[src/hdl/cpu_types_pkg.sv]
// cpu types
// shared encodings, select codes and stage latch layouts for the
// five-stage MIPS subset core
package cpu_types_pkg;

  // memory geometry in words
  localparam int MEM_WORDS = 256;
  localparam int ADDR_W    = 8;

  typedef logic [31:0] word_t;
  typedef logic [4:0]  regbits_t;

  // primary opcodes, all-ones is halt
  typedef enum logic [5:0] {
    OP_RTYPE = 6'h00, OP_J    = 6'h02, OP_JAL  = 6'h03, OP_BEQ  = 6'h04,
    OP_BNE   = 6'h05, OP_ADDIU = 6'h09, OP_ORI = 6'h0d, OP_LUI  = 6'h0f,
    OP_LW    = 6'h23, OP_SW    = 6'h2b, OP_HALT = 6'h3f
  } opcode_t;

  // r-type function field
  typedef enum logic [5:0] {
    FN_SLL = 6'h00, FN_JR = 6'h08, FN_ADDU = 6'h21, FN_SUBU = 6'h23,
    FN_AND = 6'h24, FN_OR = 6'h25, FN_SLT  = 6'h2a
  } funct_t;

  typedef enum logic [2:0] {
    ALU_ADD, ALU_SUB, ALU_AND, ALU_OR, ALU_SLT, ALU_SLL
  } aluop_t;

  typedef enum logic [1:0] {SRC_REG, SRC_SHAMT, SRC_IMM} alusrc_t;
  typedef enum logic [1:0] {WB_ALU, WB_LOAD, WB_LUI, WB_RA} wbsel_t;
  typedef enum logic [1:0] {PC_PLUS4, PC_BRANCH, PC_JUMP, PC_JR} pcsrc_t;
  typedef enum logic [1:0] {FWD_REG, FWD_MEM, FWD_WB} fwd_t;

  // decode controls, 17 bits
  typedef struct packed {
    aluop_t   aluop;
    alusrc_t  alusrc;
    wbsel_t   wbsel;
    logic     reg_wen;
    regbits_t wsel;
    logic     mem_ren;
    logic     mem_wen;
    logic     bne;
    logic     halt;
  } ctrl_t;

  typedef struct packed {
    logic  valid;
    word_t instr;
    word_t npc;
  } if_id_t;

  typedef struct packed {
    logic        valid;
    ctrl_t       ctrl;
    pcsrc_t      pcsrc;
    word_t       npc;
    word_t       rdat1;
    word_t       rdat2;
    word_t       ext;
    logic [4:0]  shamt;
    logic [25:0] jaddr;
    regbits_t    rs;
    regbits_t    rt;
  } id_ex_t;

  // result already holds alu, lui or return address
  typedef struct packed {
    logic  valid;
    ctrl_t ctrl;
    word_t result;
    word_t wdata;
  } ex_mem_t;

  typedef struct packed {
    logic  valid;
    ctrl_t ctrl;
    word_t result;
    word_t load;
  } mem_wb_t;

  typedef struct packed {
    logic  ren;
    logic  wen;
    word_t addr;
    word_t wdata;
  } dmem_req_t;

endpackage

[src/hdl/control_unit.sv]
// control unit
// decodes one instruction word into the decode-stage controls
module control_unit (
  input  cpu_types_pkg::word_t    instr,
  output cpu_types_pkg::ctrl_t    ctrl,
  output cpu_types_pkg::regbits_t rs,
  output cpu_types_pkg::regbits_t rt,
  output logic [15:0]             imm16,
  output logic [4:0]              shamt,
  output logic [25:0]             jaddr,
  output cpu_types_pkg::pcsrc_t   pcsrc,
  output logic                    sign_ext
);
  import cpu_types_pkg::*;

  opcode_t  op;
  funct_t   fn;
  regbits_t rd;

  // raw fields
  assign op    = opcode_t'(instr[31:26]);
  assign fn    = funct_t'(instr[5:0]);
  assign rd    = instr[15:11];
  assign rt    = instr[20:16];
  assign imm16 = instr[15:0];
  assign shamt = instr[10:6];
  assign jaddr = instr[25:0];

  always_comb
  begin
    // everything off is a nop
    ctrl     = '0;
    pcsrc    = PC_PLUS4;
    sign_ext = 1'b0;
    rs       = instr[25:21];
    case (op)
      OP_RTYPE:
      begin
        ctrl.wsel    = rd;
        ctrl.reg_wen = 1'b1;
        case (fn)
          FN_ADDU: ctrl.aluop = ALU_ADD;
          FN_SUBU: ctrl.aluop = ALU_SUB;
          FN_AND:  ctrl.aluop = ALU_AND;
          FN_OR:   ctrl.aluop = ALU_OR;
          FN_SLT:  ctrl.aluop = ALU_SLT;
          FN_SLL:
          begin
            // shift source on the a side, so rt is read through the rs port
            ctrl.aluop  = ALU_SLL;
            ctrl.alusrc = SRC_SHAMT;
            rs          = instr[20:16];
          end
          FN_JR:
          begin
            ctrl.reg_wen = 1'b0;
            pcsrc        = PC_JR;
          end
          default: ctrl.reg_wen = 1'b0;
        endcase
      end
      OP_ADDIU, OP_LW, OP_SW:
      begin
        ctrl.alusrc  = SRC_IMM;
        sign_ext     = 1'b1;
        ctrl.wsel    = rt;
        ctrl.reg_wen = (op != OP_SW);
        ctrl.mem_ren = (op == OP_LW);
        ctrl.mem_wen = (op == OP_SW);
        ctrl.wbsel   = (op == OP_LW) ? WB_LOAD : WB_ALU;
      end
      OP_ORI:
      begin
        ctrl.aluop   = ALU_OR;
        ctrl.alusrc  = SRC_IMM;
        ctrl.wsel    = rt;
        ctrl.reg_wen = 1'b1;
      end
      OP_LUI:
      begin
        ctrl.wbsel   = WB_LUI;
        ctrl.wsel    = rt;
        ctrl.reg_wen = 1'b1;
      end
      OP_BEQ, OP_BNE:
      begin
        // compare by subtract, offset sign extended
        ctrl.aluop = ALU_SUB;
        ctrl.bne   = (op == OP_BNE);
        sign_ext   = 1'b1;
        pcsrc      = PC_BRANCH;
      end
      OP_J: pcsrc = PC_JUMP;
      OP_JAL:
      begin
        pcsrc        = PC_JUMP;
        ctrl.wbsel   = WB_RA;
        ctrl.wsel    = 5'd31;
        ctrl.reg_wen = 1'b1;
      end
      OP_HALT: ctrl.halt = 1'b1;
      default: ctrl = '0;
    endcase
  end

endmodule

[src/hdl/register_file.sv]
// register file
// 31 writable registers plus a hardwired zero, write data bypassed to reads
module register_file (
  input  logic                    CLK,
  input  logic                    nRST,
  input  logic                    wen,
  input  cpu_types_pkg::regbits_t wsel,
  input  cpu_types_pkg::regbits_t rsel1,
  input  cpu_types_pkg::regbits_t rsel2,
  input  cpu_types_pkg::word_t    wdat,
  output cpu_types_pkg::word_t    rdat1,
  output cpu_types_pkg::word_t    rdat2
);
  import cpu_types_pkg::*;

  word_t regs [1:31];
  logic  wr_live;

  // writes to r0 dropped here
  assign wr_live = wen && (wsel != '0);

  always_ff @(posedge CLK, negedge nRST)
  begin
    if (!nRST)
      regs <= '{default: '0};
    else if (wr_live)
      regs[wsel] <= wdat;
  end

  // same-cycle write shows up on the read side
  assign rdat1 = (rsel1 == '0) ? '0 : (wr_live && wsel == rsel1) ? wdat : regs[rsel1];
  assign rdat2 = (rsel2 == '0) ? '0 : (wr_live && wsel == rsel2) ? wdat : regs[rsel2];

endmodule

[src/hdl/alu.sv]
// alu
// add, sub, and, or, signed slt and shift left, with a zero flag
module alu (
  input  cpu_types_pkg::aluop_t op,
  input  cpu_types_pkg::word_t  a,
  input  cpu_types_pkg::word_t  b,
  output cpu_types_pkg::word_t  result,
  output logic                  zero
);
  import cpu_types_pkg::*;

  always_comb
  begin
    case (op)
      ALU_ADD: result = a + b;
      ALU_SUB: result = a - b;
      ALU_AND: result = a & b;
      ALU_OR:  result = a | b;
      // signed compare
      ALU_SLT: result = {31'b0, $signed(a) < $signed(b)};
      // shift amount from low bits only
      ALU_SLL: result = a << b[4:0];
      default: result = '0;
    endcase
  end

  // branch compare looks at this after a subtract
  assign zero = (result == '0);

endmodule

[src/hdl/hazard_unit.sv]
// hazard unit
// operand forwarding selects, load-use stall and control-transfer flush
module hazard_unit (
  input  cpu_types_pkg::id_ex_t   id_ex,
  input  cpu_types_pkg::ex_mem_t  ex_mem,
  input  cpu_types_pkg::mem_wb_t  mem_wb,
  input  cpu_types_pkg::regbits_t rs,
  input  cpu_types_pkg::regbits_t rt,
  input  logic                    take_branch,
  output cpu_types_pkg::fwd_t     fwd_a,
  output cpu_types_pkg::fwd_t     fwd_b,
  output logic                    stall,
  output logic                    flush
);
  import cpu_types_pkg::*;

  logic mem_wr;
  logic wb_wr;

  // producers that actually write a nonzero register
  assign mem_wr = ex_mem.valid && ex_mem.ctrl.reg_wen && (ex_mem.ctrl.wsel != '0);
  assign wb_wr  = mem_wb.valid && mem_wb.ctrl.reg_wen && (mem_wb.ctrl.wsel != '0);

  // younger producer wins
  function automatic fwd_t pick(regbits_t src, logic m_wr, regbits_t m_sel,
                                logic w_wr, regbits_t w_sel);
    if (m_wr && m_sel == src)
      return FWD_MEM;
    else if (w_wr && w_sel == src)
      return FWD_WB;
    return FWD_REG;
  endfunction

  assign fwd_a = pick(id_ex.rs, mem_wr, ex_mem.ctrl.wsel, wb_wr, mem_wb.ctrl.wsel);
  assign fwd_b = pick(id_ex.rt, mem_wr, ex_mem.ctrl.wsel, wb_wr, mem_wb.ctrl.wsel);

  // load in execute feeding decode, one bubble
  assign stall = id_ex.valid && id_ex.ctrl.mem_ren && (id_ex.ctrl.wsel != '0) &&
                 (id_ex.ctrl.wsel == rs || id_ex.ctrl.wsel == rt);

  // jumps always, branches when taken
  // halt also drains the two younger slots
  assign flush = take_branch ||
                 (id_ex.valid && (id_ex.pcsrc == PC_JUMP || id_ex.pcsrc == PC_JR ||
                                  id_ex.ctrl.halt));

endmodule

[src/hdl/datapath.sv]
// datapath
// five-stage pipeline with pc, stage latches, forwarding and the
// memory request path
module datapath #(
  parameter cpu_types_pkg::word_t PC_INIT = '0
) (
  input  logic                     CLK,
  input  logic                     nRST,
  input  logic                     run,
  output cpu_types_pkg::word_t     imem_addr,
  input  cpu_types_pkg::word_t     imem_data,
  input  logic                     ihit,
  output cpu_types_pkg::dmem_req_t dreq,
  input  cpu_types_pkg::word_t     dload,
  input  logic                     dhit,
  output logic                     halt
);
  import cpu_types_pkg::*;

  word_t   pc, npc, redirect;
  if_id_t  if_id;
  id_ex_t  id_ex, id_ex_next;
  ex_mem_t ex_mem, ex_mem_next;
  mem_wb_t mem_wb, mem_wb_next;

  // decode side
  ctrl_t       dec_ctrl;
  regbits_t    dec_rs, dec_rt;
  logic [15:0] dec_imm16;
  logic [4:0]  dec_shamt;
  logic [25:0] dec_jaddr;
  pcsrc_t      dec_pcsrc;
  logic        dec_sign_ext;
  word_t       rdat1, rdat2;

  // execute side
  fwd_t  fwd_a, fwd_b;
  word_t op_a, rt_val, op_b, alu_out, ex_result;
  logic  alu_zero, take_branch, stall, flush;

  logic  mem_wait, advance;
  word_t wb_data;

  control_unit cu (
    .instr(if_id.instr), .ctrl(dec_ctrl), .rs(dec_rs), .rt(dec_rt),
    .imm16(dec_imm16), .shamt(dec_shamt), .jaddr(dec_jaddr),
    .pcsrc(dec_pcsrc), .sign_ext(dec_sign_ext)
  );

  register_file rf (
    .CLK, .nRST,
    .wen(mem_wb.valid && mem_wb.ctrl.reg_wen), .wsel(mem_wb.ctrl.wsel),
    .rsel1(dec_rs), .rsel2(dec_rt), .wdat(wb_data),
    .rdat1, .rdat2
  );

  alu alu_i (.op(id_ex.ctrl.aluop), .a(op_a), .b(op_b), .result(alu_out), .zero(alu_zero));

  hazard_unit hu (
    .id_ex, .ex_mem, .mem_wb, .rs(dec_rs), .rt(dec_rt), .take_branch,
    .fwd_a, .fwd_b, .stall, .flush
  );

  // whole pipe moves together
  // frozen before run, after halt and while a data access waits
  assign mem_wait = ex_mem.valid && (ex_mem.ctrl.mem_ren || ex_mem.ctrl.mem_wen) && !dhit;
  assign advance  = run && ihit && !mem_wait && !halt;

  // fetch
  assign imem_addr = pc;
  assign npc       = pc + 32'd4;

  always_ff @(posedge CLK, negedge nRST)
  begin
    if (!nRST)
    begin
      pc    <= PC_INIT;
      if_id <= '0;
    end
    else if (advance)
    begin
      if (flush)
      begin
        pc    <= redirect;
        if_id <= '0;
      end
      else if (!stall)
      begin
        pc          <= npc;
        if_id.valid <= 1'b1;
        if_id.instr <= imem_data;
        if_id.npc   <= npc;
      end
    end
  end

  // decode, bubble on stall or flush
  always_comb
  begin
    id_ex_next       = '0;
    id_ex_next.valid = if_id.valid && !stall && !flush;
    id_ex_next.ctrl  = dec_ctrl;
    id_ex_next.pcsrc = dec_pcsrc;
    id_ex_next.npc   = if_id.npc;
    id_ex_next.rdat1 = rdat1;
    id_ex_next.rdat2 = rdat2;
    id_ex_next.ext   = dec_sign_ext ? {{16{dec_imm16[15]}}, dec_imm16} : {16'b0, dec_imm16};
    id_ex_next.shamt = dec_shamt;
    id_ex_next.jaddr = dec_jaddr;
    id_ex_next.rs    = dec_rs;
    id_ex_next.rt    = dec_rt;
  end

  // execute operands through the forward muxes
  always_comb
  begin
    case (fwd_a)
      FWD_MEM: op_a = ex_mem.result;
      FWD_WB:  op_a = wb_data;
      default: op_a = id_ex.rdat1;
    endcase
    case (fwd_b)
      FWD_MEM: rt_val = ex_mem.result;
      FWD_WB:  rt_val = wb_data;
      default: rt_val = id_ex.rdat2;
    endcase
    case (id_ex.ctrl.alusrc)
      SRC_SHAMT: op_b = {27'b0, id_ex.shamt};
      SRC_IMM:   op_b = id_ex.ext;
      default:   op_b = rt_val;
    endcase
  end

  // non-load writeback value picked here
  always_comb
  begin
    case (id_ex.ctrl.wbsel)
      WB_LUI:  ex_result = {id_ex.ext[15:0], 16'b0};
      WB_RA:   ex_result = id_ex.npc;
      default: ex_result = alu_out;
    endcase
  end

  // beq on zero, bne on nonzero
  assign take_branch = id_ex.valid && (id_ex.pcsrc == PC_BRANCH) &&
                       (alu_zero ^ id_ex.ctrl.bne);

  // halt holds the pc where it is
  always_comb
  begin
    case (id_ex.pcsrc)
      PC_BRANCH: redirect = id_ex.npc + {id_ex.ext[29:0], 2'b00};
      PC_JUMP:   redirect = {id_ex.npc[31:28], id_ex.jaddr, 2'b00};
      PC_JR:     redirect = op_a;
      default:   redirect = pc;
    endcase
  end

  assign ex_mem_next = '{valid: id_ex.valid, ctrl: id_ex.ctrl,
                         result: ex_result, wdata: rt_val};

  // memory stage request, held by the freeze until dhit
  assign dreq.ren   = ex_mem.valid && ex_mem.ctrl.mem_ren;
  assign dreq.wen   = ex_mem.valid && ex_mem.ctrl.mem_wen;
  assign dreq.addr  = ex_mem.result;
  assign dreq.wdata = ex_mem.wdata;

  assign mem_wb_next = '{valid: ex_mem.valid, ctrl: ex_mem.ctrl,
                         result: ex_mem.result, load: dload};

  // writeback
  assign wb_data = (mem_wb.ctrl.wbsel == WB_LOAD) ? mem_wb.load : mem_wb.result;

  always_ff @(posedge CLK, negedge nRST)
  begin
    if (!nRST)
    begin
      id_ex  <= '0;
      ex_mem <= '0;
      mem_wb <= '0;
    end
    else if (advance)
    begin
      id_ex  <= id_ex_next;
      ex_mem <= ex_mem_next;
      mem_wb <= mem_wb_next;
    end
  end

  // sticky until reset
  always_ff @(posedge CLK, negedge nRST)
  begin
    if (!nRST)
      halt <= 1'b0;
    else if (ex_mem.valid && ex_mem.ctrl.halt)
      halt <= 1'b1;
  end

endmodule

[config.mk]
export PLATFORM = sky130hd
export DESIGN_NAME = datapath
export DESIGN_NICKNAME = d
export VERILOG_FILES = /design/src/hdl/cpu_types_pkg.sv /design/src/hdl/control_unit.sv /design/src/hdl/register_file.sv /design/src/hdl/alu.sv /design/src/hdl/hazard_unit.sv /design/src/hdl/datapath.sv
export SDC_FILE = /design/constraint.sdc
export NUM_CORES = 2
export LEC_CHECK = 0
export BUFFER_PORTS_ARGS = -buffer_cell sky130_fd_sc_hd__buf_4
export CAP_MARGIN = 20
export CORE_ASPECT_RATIO = 1.2
export CORE_MARGIN = 3
export CORE_UTILIZATION = 40
export DETAILED_ROUTE_END_ITERATION = 10
export SETUP_SLACK_MARGIN = 0.4
export SLEW_MARGIN = 0
export SYNTH_ARGS = -nofsm -noshare
export SYNTH_HDL_FRONTEND = slang
export SYNTH_SLANG_ARGS = --single-unit
[constraint.sdc]
create_clock -name CLK -period 22.2 [get_ports CLK]
set_clock_uncertainty 0.2 [all_clocks]
set_input_delay 4.44 -clock CLK [delete_from_list [all_inputs] [get_ports CLK]]
set_output_delay 4.44 -clock CLK [all_outputs]
set_load 0.02 [all_outputs]
After elaboration in Yosys (flattened, before gate mapping). Cells that the tools add are included.

Flip-flop bits (word level): 1428. Bits in latches: 0. Memory bits (writable): 0. ROM bits: 0. Input port bits: 69. Output and inout bits: 99. Logic and storage cells: 236. Memories: 0.

Add/subtract/negate cells: 4. $mul: 0. Div/mod/pow operators: 0. Order comparisons: 5. Equality and inequality tests: 44. Shift operators: 1. Muxes and demuxes: 51. Bitwise gates (word level): 6. Reductions and logical operators: 55.

Operators with widths (number): $bwmux 992 (1); $mux 32 (13); $bmux 32 s5 (2); $pmux 32 s2 (4); $pmux 32 s6 (1); $demux 32 s5 (1); $mux 65 (2); $pmux 32 s3 (1); $add 32x32->32 (2); $eq 6x6->1 const B (8); $eq 5x5->1 (8); $add 32x3->32 const B (1); $and 32x32->32 (1); $logic_not 32->1 (1); $lt 32x32->1 (1); $or 32x32->32 (1); $shl 32x5->32 (1); $sub 32x32->32 (1); $logic_and 1x1->1 (27); $eq 6x4->1 const B (4); $pmux 6 s4 (1); $ge 6x6->1 const B (3); $not 5->6 (3); $mux 2 (8); 31 further kinds (70).

Depth between registers and ports, before layout.
Depth after elaboration: 17. Gate-level depth with buffers: 32. Depth with buffers taken out: 27.

Modules after synthesis. Synthesis repeated with hierarchy kept, for this count alone.

Cell total of the unflattened synthesis: 7350. Area total of the unflattened synthesis: 84100.7 µm².

Modules (own cells, without submodules): register_file (times used 1, cells each 3608, area each 53641.4 µm², seq. area each 24823.8 µm²); datapath (times used 1, cells each 2558, area each 22176.3 µm², seq. area each 10910.5 µm²); alu (times used 1, cells each 1007, area each 7026.7 µm², seq. area each 0.0 µm²); control_unit (times used 1, cells each 124, area each 854.6 µm², seq. area each 0.0 µm²); hazard_unit (times used 1, cells each 53, area each 401.6 µm², seq. area each 0.0 µm²).

Least setup slack after synthesis. OpenSTA, ideal clock, no wires.

Path type: register -> register. From: register, netlist name ex_mem[69]. To: register pc[31], in the netlist imem_addr[31]. Setup time: 0.123 ns. Arrival time: 6.928 ns. Data required time: 21.877 ns. Path slack: 14.950 ns. Stages on the path, launching flop included: 30. Path buffers: 4. Clock period less this slack: 7.250 ns. Cells stage by stage: dfrtp_1 -> or3_1 -> o311a_1 -> and3_1 -> buf_6 -> o311a_1 -> nor2_1 -> buf_2 -> buf_1 -> ha_1 -> inv_1 -> fa_1 -> a211oi_1 -> o2111ai_1 -> nand2_1 -> a311oi_1 -> nor4_1 -> o31a_1 -> o31ai_1 -> xnor2_1 -> a221oi_1 -> nand4b_1 -> nor4b_1 -> nand4_1 -> or4_1 -> o211a_1 -> buf_6 -> a311oi_1 -> or3b_1 -> o221a_2.

Word-level cells in the longest chain between the ends: 16. Elaborated cells on any way between the ends: 35. Classes of those cells: 2 x add/sub; 1 x order compare; 8 x eq/ne; 1 x shift; 12 x mux; 3 x bitwise; 8 x reduce/logical.

RTL lines: $reduce_bool 5->1 (line hazard_unit.sv:21) `assign mem_wr = ex_mem.valid && ex_mem.ctrl.reg_wen && (ex_mem.ctrl.wsel != '0);`; $logic_and 1x1->1 (line hazard_unit.sv:21); $logic_and 1x1->1 (line hazard_unit.sv:27) `if (m_wr && m_sel == src)`; $mux 2 / $mux 1 (equally long branches) (line hazard_unit.sv:27); $mux 2 (line hazard_unit.sv:31) `return FWD_REG;`; $eq 2x2->1 / $eq 2x1->1 (equally long branches) (line datapath.sv:122) `case (fwd_b)`; $pmux 32 s2 (line datapath.sv:122); $pmux 32 s2 (line datapath.sv:127) `case (id_ex.ctrl.alusrc)`; $sub 32x32->32 (tied with other cells) (line alu.sv:16) `ALU_SUB: result = a - b;`; $pmux 32 s6 (line alu.sv:14) `case (op)`; $logic_not 32->1 (line alu.sv:28) `assign zero = (result == '0);`; $xor 1x1->1 (line datapath.sv:146) `(alu_zero ^ id_ex.ctrl.bne);`; $logic_and 1x1->1 (line datapath.sv:145) `assign take_branch = id_ex.valid && (id_ex.pcsrc == PC_BRANCH) &&`; $logic_or 1x1->1 (line hazard_unit.sv:43) `assign flush = take_branch ||`; $ne 4x1->1 (no source line) / $ne 2x1->1 (equally long branches); $reduce_and 3->1 (no source line); end signal: assignment (line datapath.sv:84) `pc <= redirect;`; end signal: assignment (line datapath.sv:89) `pc <= npc;`; end: declaration (line datapath.sv:20) `word_t pc, npc, redirect;`.

Several ways; a longest one is shown, not always the timed one. A chain may end at the register's enable or synchronous reset.

Final worst setup path.
From: register, netlist name mem_wb[75]. To: register pc[15], in the netlist imem_addr[15].

Word-level cells in the longest chain between the ends: 12. Elaborated cells on any way between the ends: 21. Classes of those cells: 2 x add/sub; 1 x order compare; 3 x eq/ne; 1 x shift; 7 x mux; 3 x bitwise; 4 x reduce/logical.

RTL lines: $eq 2x1->1 (*) (line datapath.sv:172) `assign wb_data = (mem_wb.ctrl.wbsel == WB_LOAD) ? mem_wb.load : mem_wb.result;`; $mux 32 (*) (line datapath.sv:172); $pmux 32 s2 (line datapath.sv:122); $pmux 32 s2 (line datapath.sv:127); $sub 32x32->32 (tied with other cells) (line alu.sv:16); $pmux 32 s6 (line alu.sv:14); $logic_not 32->1 (line alu.sv:28); $xor 1x1->1 (line datapath.sv:146); $logic_and 1x1->1 (line datapath.sv:145); $logic_or 1x1->1 (line hazard_unit.sv:43); $ne 4x1->1 (no source line) / $ne 2x1->1 (equally long branches); $reduce_and 3->1 (no source line).

Mark *: on every way between the ends. The rest lies on a longest branch, timed or not.

==> impl_metrics.json <==
{
  "postCtsResizedCells": 0,
  "min_path_cells": 2,
  "numCtsBuffers": 148,
  "clk_pin_slew_ns": 0.07,
  "gr-total-overflow": 0,
  "seqCellArea_mm2": 0.0347,
  "avgViaCountPerCell": 6.20,
  "synth_top_family_by_area": "compound AO/OA/AOI/OAI gates",
  "tightest_slew_ns": 1.32,
  "worst_hold_path_type": "reg -> reg",
  "grt_antenna_before_repair": 6,
  "synth_cell_type_count": 85,
  "synth.top_cell.area_share_pct": 42.9,
  "tns_ns": 0,
  "final_cells": 11532,
  "die_w_um": 417,
  "leakage_nw": 38.0,
  "ioPinCount": 168,
  "timing.rr.end": "imem_addr[15]",
  "ant_nets": 0,
  "max_freq_mhz": 98.9,
  "syn_to_final_growth_pct": 10.6,
  "grt_pass1_wl_um": 469000,
  "firstDrtPassIters": 7,
  "ys_ff_latch": 1387,
  "dpl.hpwl_um": 203000,
  "arrival_ns": 10.57,
  "syn_inst": 9165,
  "synth_area_leaders": "dfrtp_1, mux4_2, nand2_1",
  "final_nets": 8979,
  "p_clk_share_pct": 25.7,
  "ir_worst_vdd_mv": 0.0697,
  "path_class": "reg -> reg",
  "ff2ff_path_depth": 23,
  "die_area_mm2": 0.208,
  "clock_sinks": 1387,
  "grt_start_max_net_pins": 167,
  "clock-root-buffer": "clkbuf_16",
  "power_density_mw_per_mm2": 110,
  "placed_area_mm2": 0.0841,
  "multi_input_area_mm2": 0.0429,
  "core-area_mm2": 0.201,
  "synth_compound_area_share_pct": 20.9,
  "cts_setup_buffers": 0,
  "hold_buffers": 0,
  "grt_pass1_vias": 68285,
  "holdPathEnd": "id_ex[138]",
  "clockBufferDepth": 3,
  "drc": 0,
  "dp_slack_ns": 12.15,
  "grtUsageTotal_pct": 30.0,
  "drt_iter0_drc": 8345,
  "net-switching-power_mw": 4.36,
  "grt_setup_unrepaired": "false",
  "max_slew_margin_pct": 9.74,
  "place.gp.congestion": 1.05,
  "hold_start": "id_ex_next[138]",
  "rows": 180,
  "clkLatencyLatePin_ns": 0.82,
  "synth_area_mm2": 0.0809,
  "wl_per_cell_um": 27.6,
  "syn_nets": 9370,
  "hold-worst-slack_ns": 0.269,
  "synth_adder_area_share_pct": 2.13,
  "ys.flop_type": "dfrtp_1",
  "placedCellCount": 11242,
  "slew_viol_final": 0,
  "worst-path-max-fanout": 73,
  "switching_share_pct": 44.3,
  "htreeDepth": 4,
  "ys_warn_count": 0,
  "internal-power_mw": 5.49,
  "cap_violations": 0,
  "worstReg2RegStart": "mem_wb[75]",
  "drt-total-wl_um": 319000,
  "portBuffers": 167,
  "pwr-share-seq_pct": 32.0,
  "tritoncts": "yes",
  "finalInstanceArea_mm2": 0.0894,
  "r2r_setup_slack_ns": 12.09,
  "layout-drive-gt1-share_pct": 11.7,
  "die_h_um": 499,
  "synth_top_area_cell": "dfrtp_1",
  "hold_violations": 0,
  "period_share_pct": 45.6,
  "synthSimpleGateAreaFrac_pct": 16.9,
  "end_kind": "register",
  "num_vias": 71533,
  "pwr-share-comb_pct": 42.3,
  "synth_async_sr_flop_share_pct": 100,
  "setup_slack_ns": 12.09,
  "status": "finished clean",
  "cp-start-kind": "register",
  "synth-xor-area-share_pct": 1.32,
  "finalSetupViolations": 0,
  "cp.required_ns": 22.66,
  "syn_avg_cell_area_um2": 8.83,
  "synth-edff-count": 0,
  "n_fill_cell": 19379,
  "synth-seq-area-share_pct": 42.9,
  "start_util_pct": 40.3,
  "synthMuxAreaShare_pct": 10.7,
  "fin_crit_ns": 10.11
}
-- per-layer routing --
| metal | vias up | wire (um) | GRT usage [%] | share of wire (%) |
|---|---|---|---|---|
| met4 | 2 | 22200 | 17.9 | 7.0 |
| met2 | 3375 | 144000 | 46.5 | 45 |
| met3 | 782 | 25200 | 4.92 | 7.9 |
| met1 | 35638 | 128000 | 39.7 | 40 |
| met5 | - | 17 | 0 | 0.0053 |
| li1 | 31736 | - | - | - |
-- through the flow --
stage / util, % / total power [mW]
5_1_grt: 44.5 / 10.2
4_1_cts: 44.3 / 9.73
2_1_floorplan: - / 5.55
6_report: 44.5 / 9.85
3_5_place_dp: 41.9 / 7.19
3_3_place_gp: 41.8 / 7.17
-- layout by cell type, fill, tap and decap left out, types with 150 or more instances in the layout --
cell          n
a211oi_1    281
a21oi_1    1143
and2_1      236
buf_4       328
clkbuf_16   150
dfrtp_1    1379
mux4_2      289
nand2_1    1570
nor2_1     1042
o21ai_0     472
-- Yosys cell counts, types with 17 or more instances --
cell type  number
a211o_1        42
a211oi_1      281
a21o_1         43
a21oi_1      1144
a221oi_1       18
a22o_1        106
a311oi_1      137
a31oi_1       124
a32o_1         32
and2_1        237
and3_1         43
buf_1          71
buf_2          19
buf_4          64
clkbuf_1      746
dfrtp_1      1387
ha_1          133
inv_1         124
mux2_2         40
mux2i_1       170
mux4_2        289
nand2_1      1575
nand2b_1       20
nand3_1        92
nand4_1        36
nor2_1       1070
nor2b_1        22
nor3_1        103
nor4_1         24
o211ai_1       44
o21a_1         22
o21ai_0       474
o22ai_1        21
o311ai_0       39
o31ai_1        47
or3_1          17
xnor2_1        82
xor2_1         40
-- registers in the layout, summed over array words and instances, names as in the netlist --
register,count
rf.regs,992
id_ex,130
mem_wb,73
dreq,64
if_id,33
id_ex_next,32
imem_addr,32
ex_mem_next,18
ex_mem,12
halt,1
-- final cells by class --
type	instances	share of cell area (%)
Antenna cell	3	0.00839
Timing Repair Buffer	363	3.59
Inverter	126	0.529
Tap cell	2639	3.69
Clock inverter	52	0.667
Clock buffer	214	4.76
Multi-Input combinational cell	6748	47.9
Sequential cell	1387	38.8
-- critical path, stage by stage, from the launching register on --
cell and delay, ns:
dfrtp_1 0.40, nor2b_4 0.29, buf_4 0.81, mux2i_4 0.48, and3_1 0.34, o31ai_1 0.88
ha_1 0.50, a21o_1 0.26, a21oi_1 0.15, o21ai_0 0.21, a2111oi_0 1.05, o31ai_1 0.25
a2111o_1 0.46, o211ai_1 0.13, mux2i_1 0.27, nand3_1 0.12, nor4b_1 0.45, nand4_1 0.40
nor2_1 0.34, mux2i_1 0.69, nor2_4 0.07, buf_4 0.39, nor2_1 0.50, o211ai_1 0.16
-- worst max path at each step --
stage               slack [ns]  depth (start not counted)  startpoint             to
floorplan                14.95                         29  ex_mem[69]  imem_addr[31]
detailed placement       12.15                         26  mem_wb[75]  imem_addr[15]
CTS                      12.13                         23  mem_wb[75]  imem_addr[15]
global route             11.71                         27  mem_wb[75]  imem_addr[15]
global placement         12.23                         27  mem_wb[75]  imem_addr[25]
finish                   12.09                         23  mem_wb[75]  imem_addr[15]
-- cells by family after synthesis --
| logic type | after synthesis |
|---|---|
| buffers and inverters | 1030 |
| XOR/XNOR | 122 |
| multiplexers | 499 |
| adder cells (fa/ha/maj) | 136 |
| AO/OA/AOI/OAI | 2716 |
| flip-flops | 1387 |
| AND/OR/NAND/NOR | 3275 |
-- power by group through the flow --
stage               logic, mW  registers (mW)  clock network, mW
finish                   4.17            3.15               2.53
floorplan                2.59            2.96                  0
detailed placement       4.00            3.19                  0
global route             4.40            3.17               2.67
CTS                      4.01            3.15               2.57
global placement         3.99            3.19                  0
Note: power is estimated with default switching activity, not from simulation.
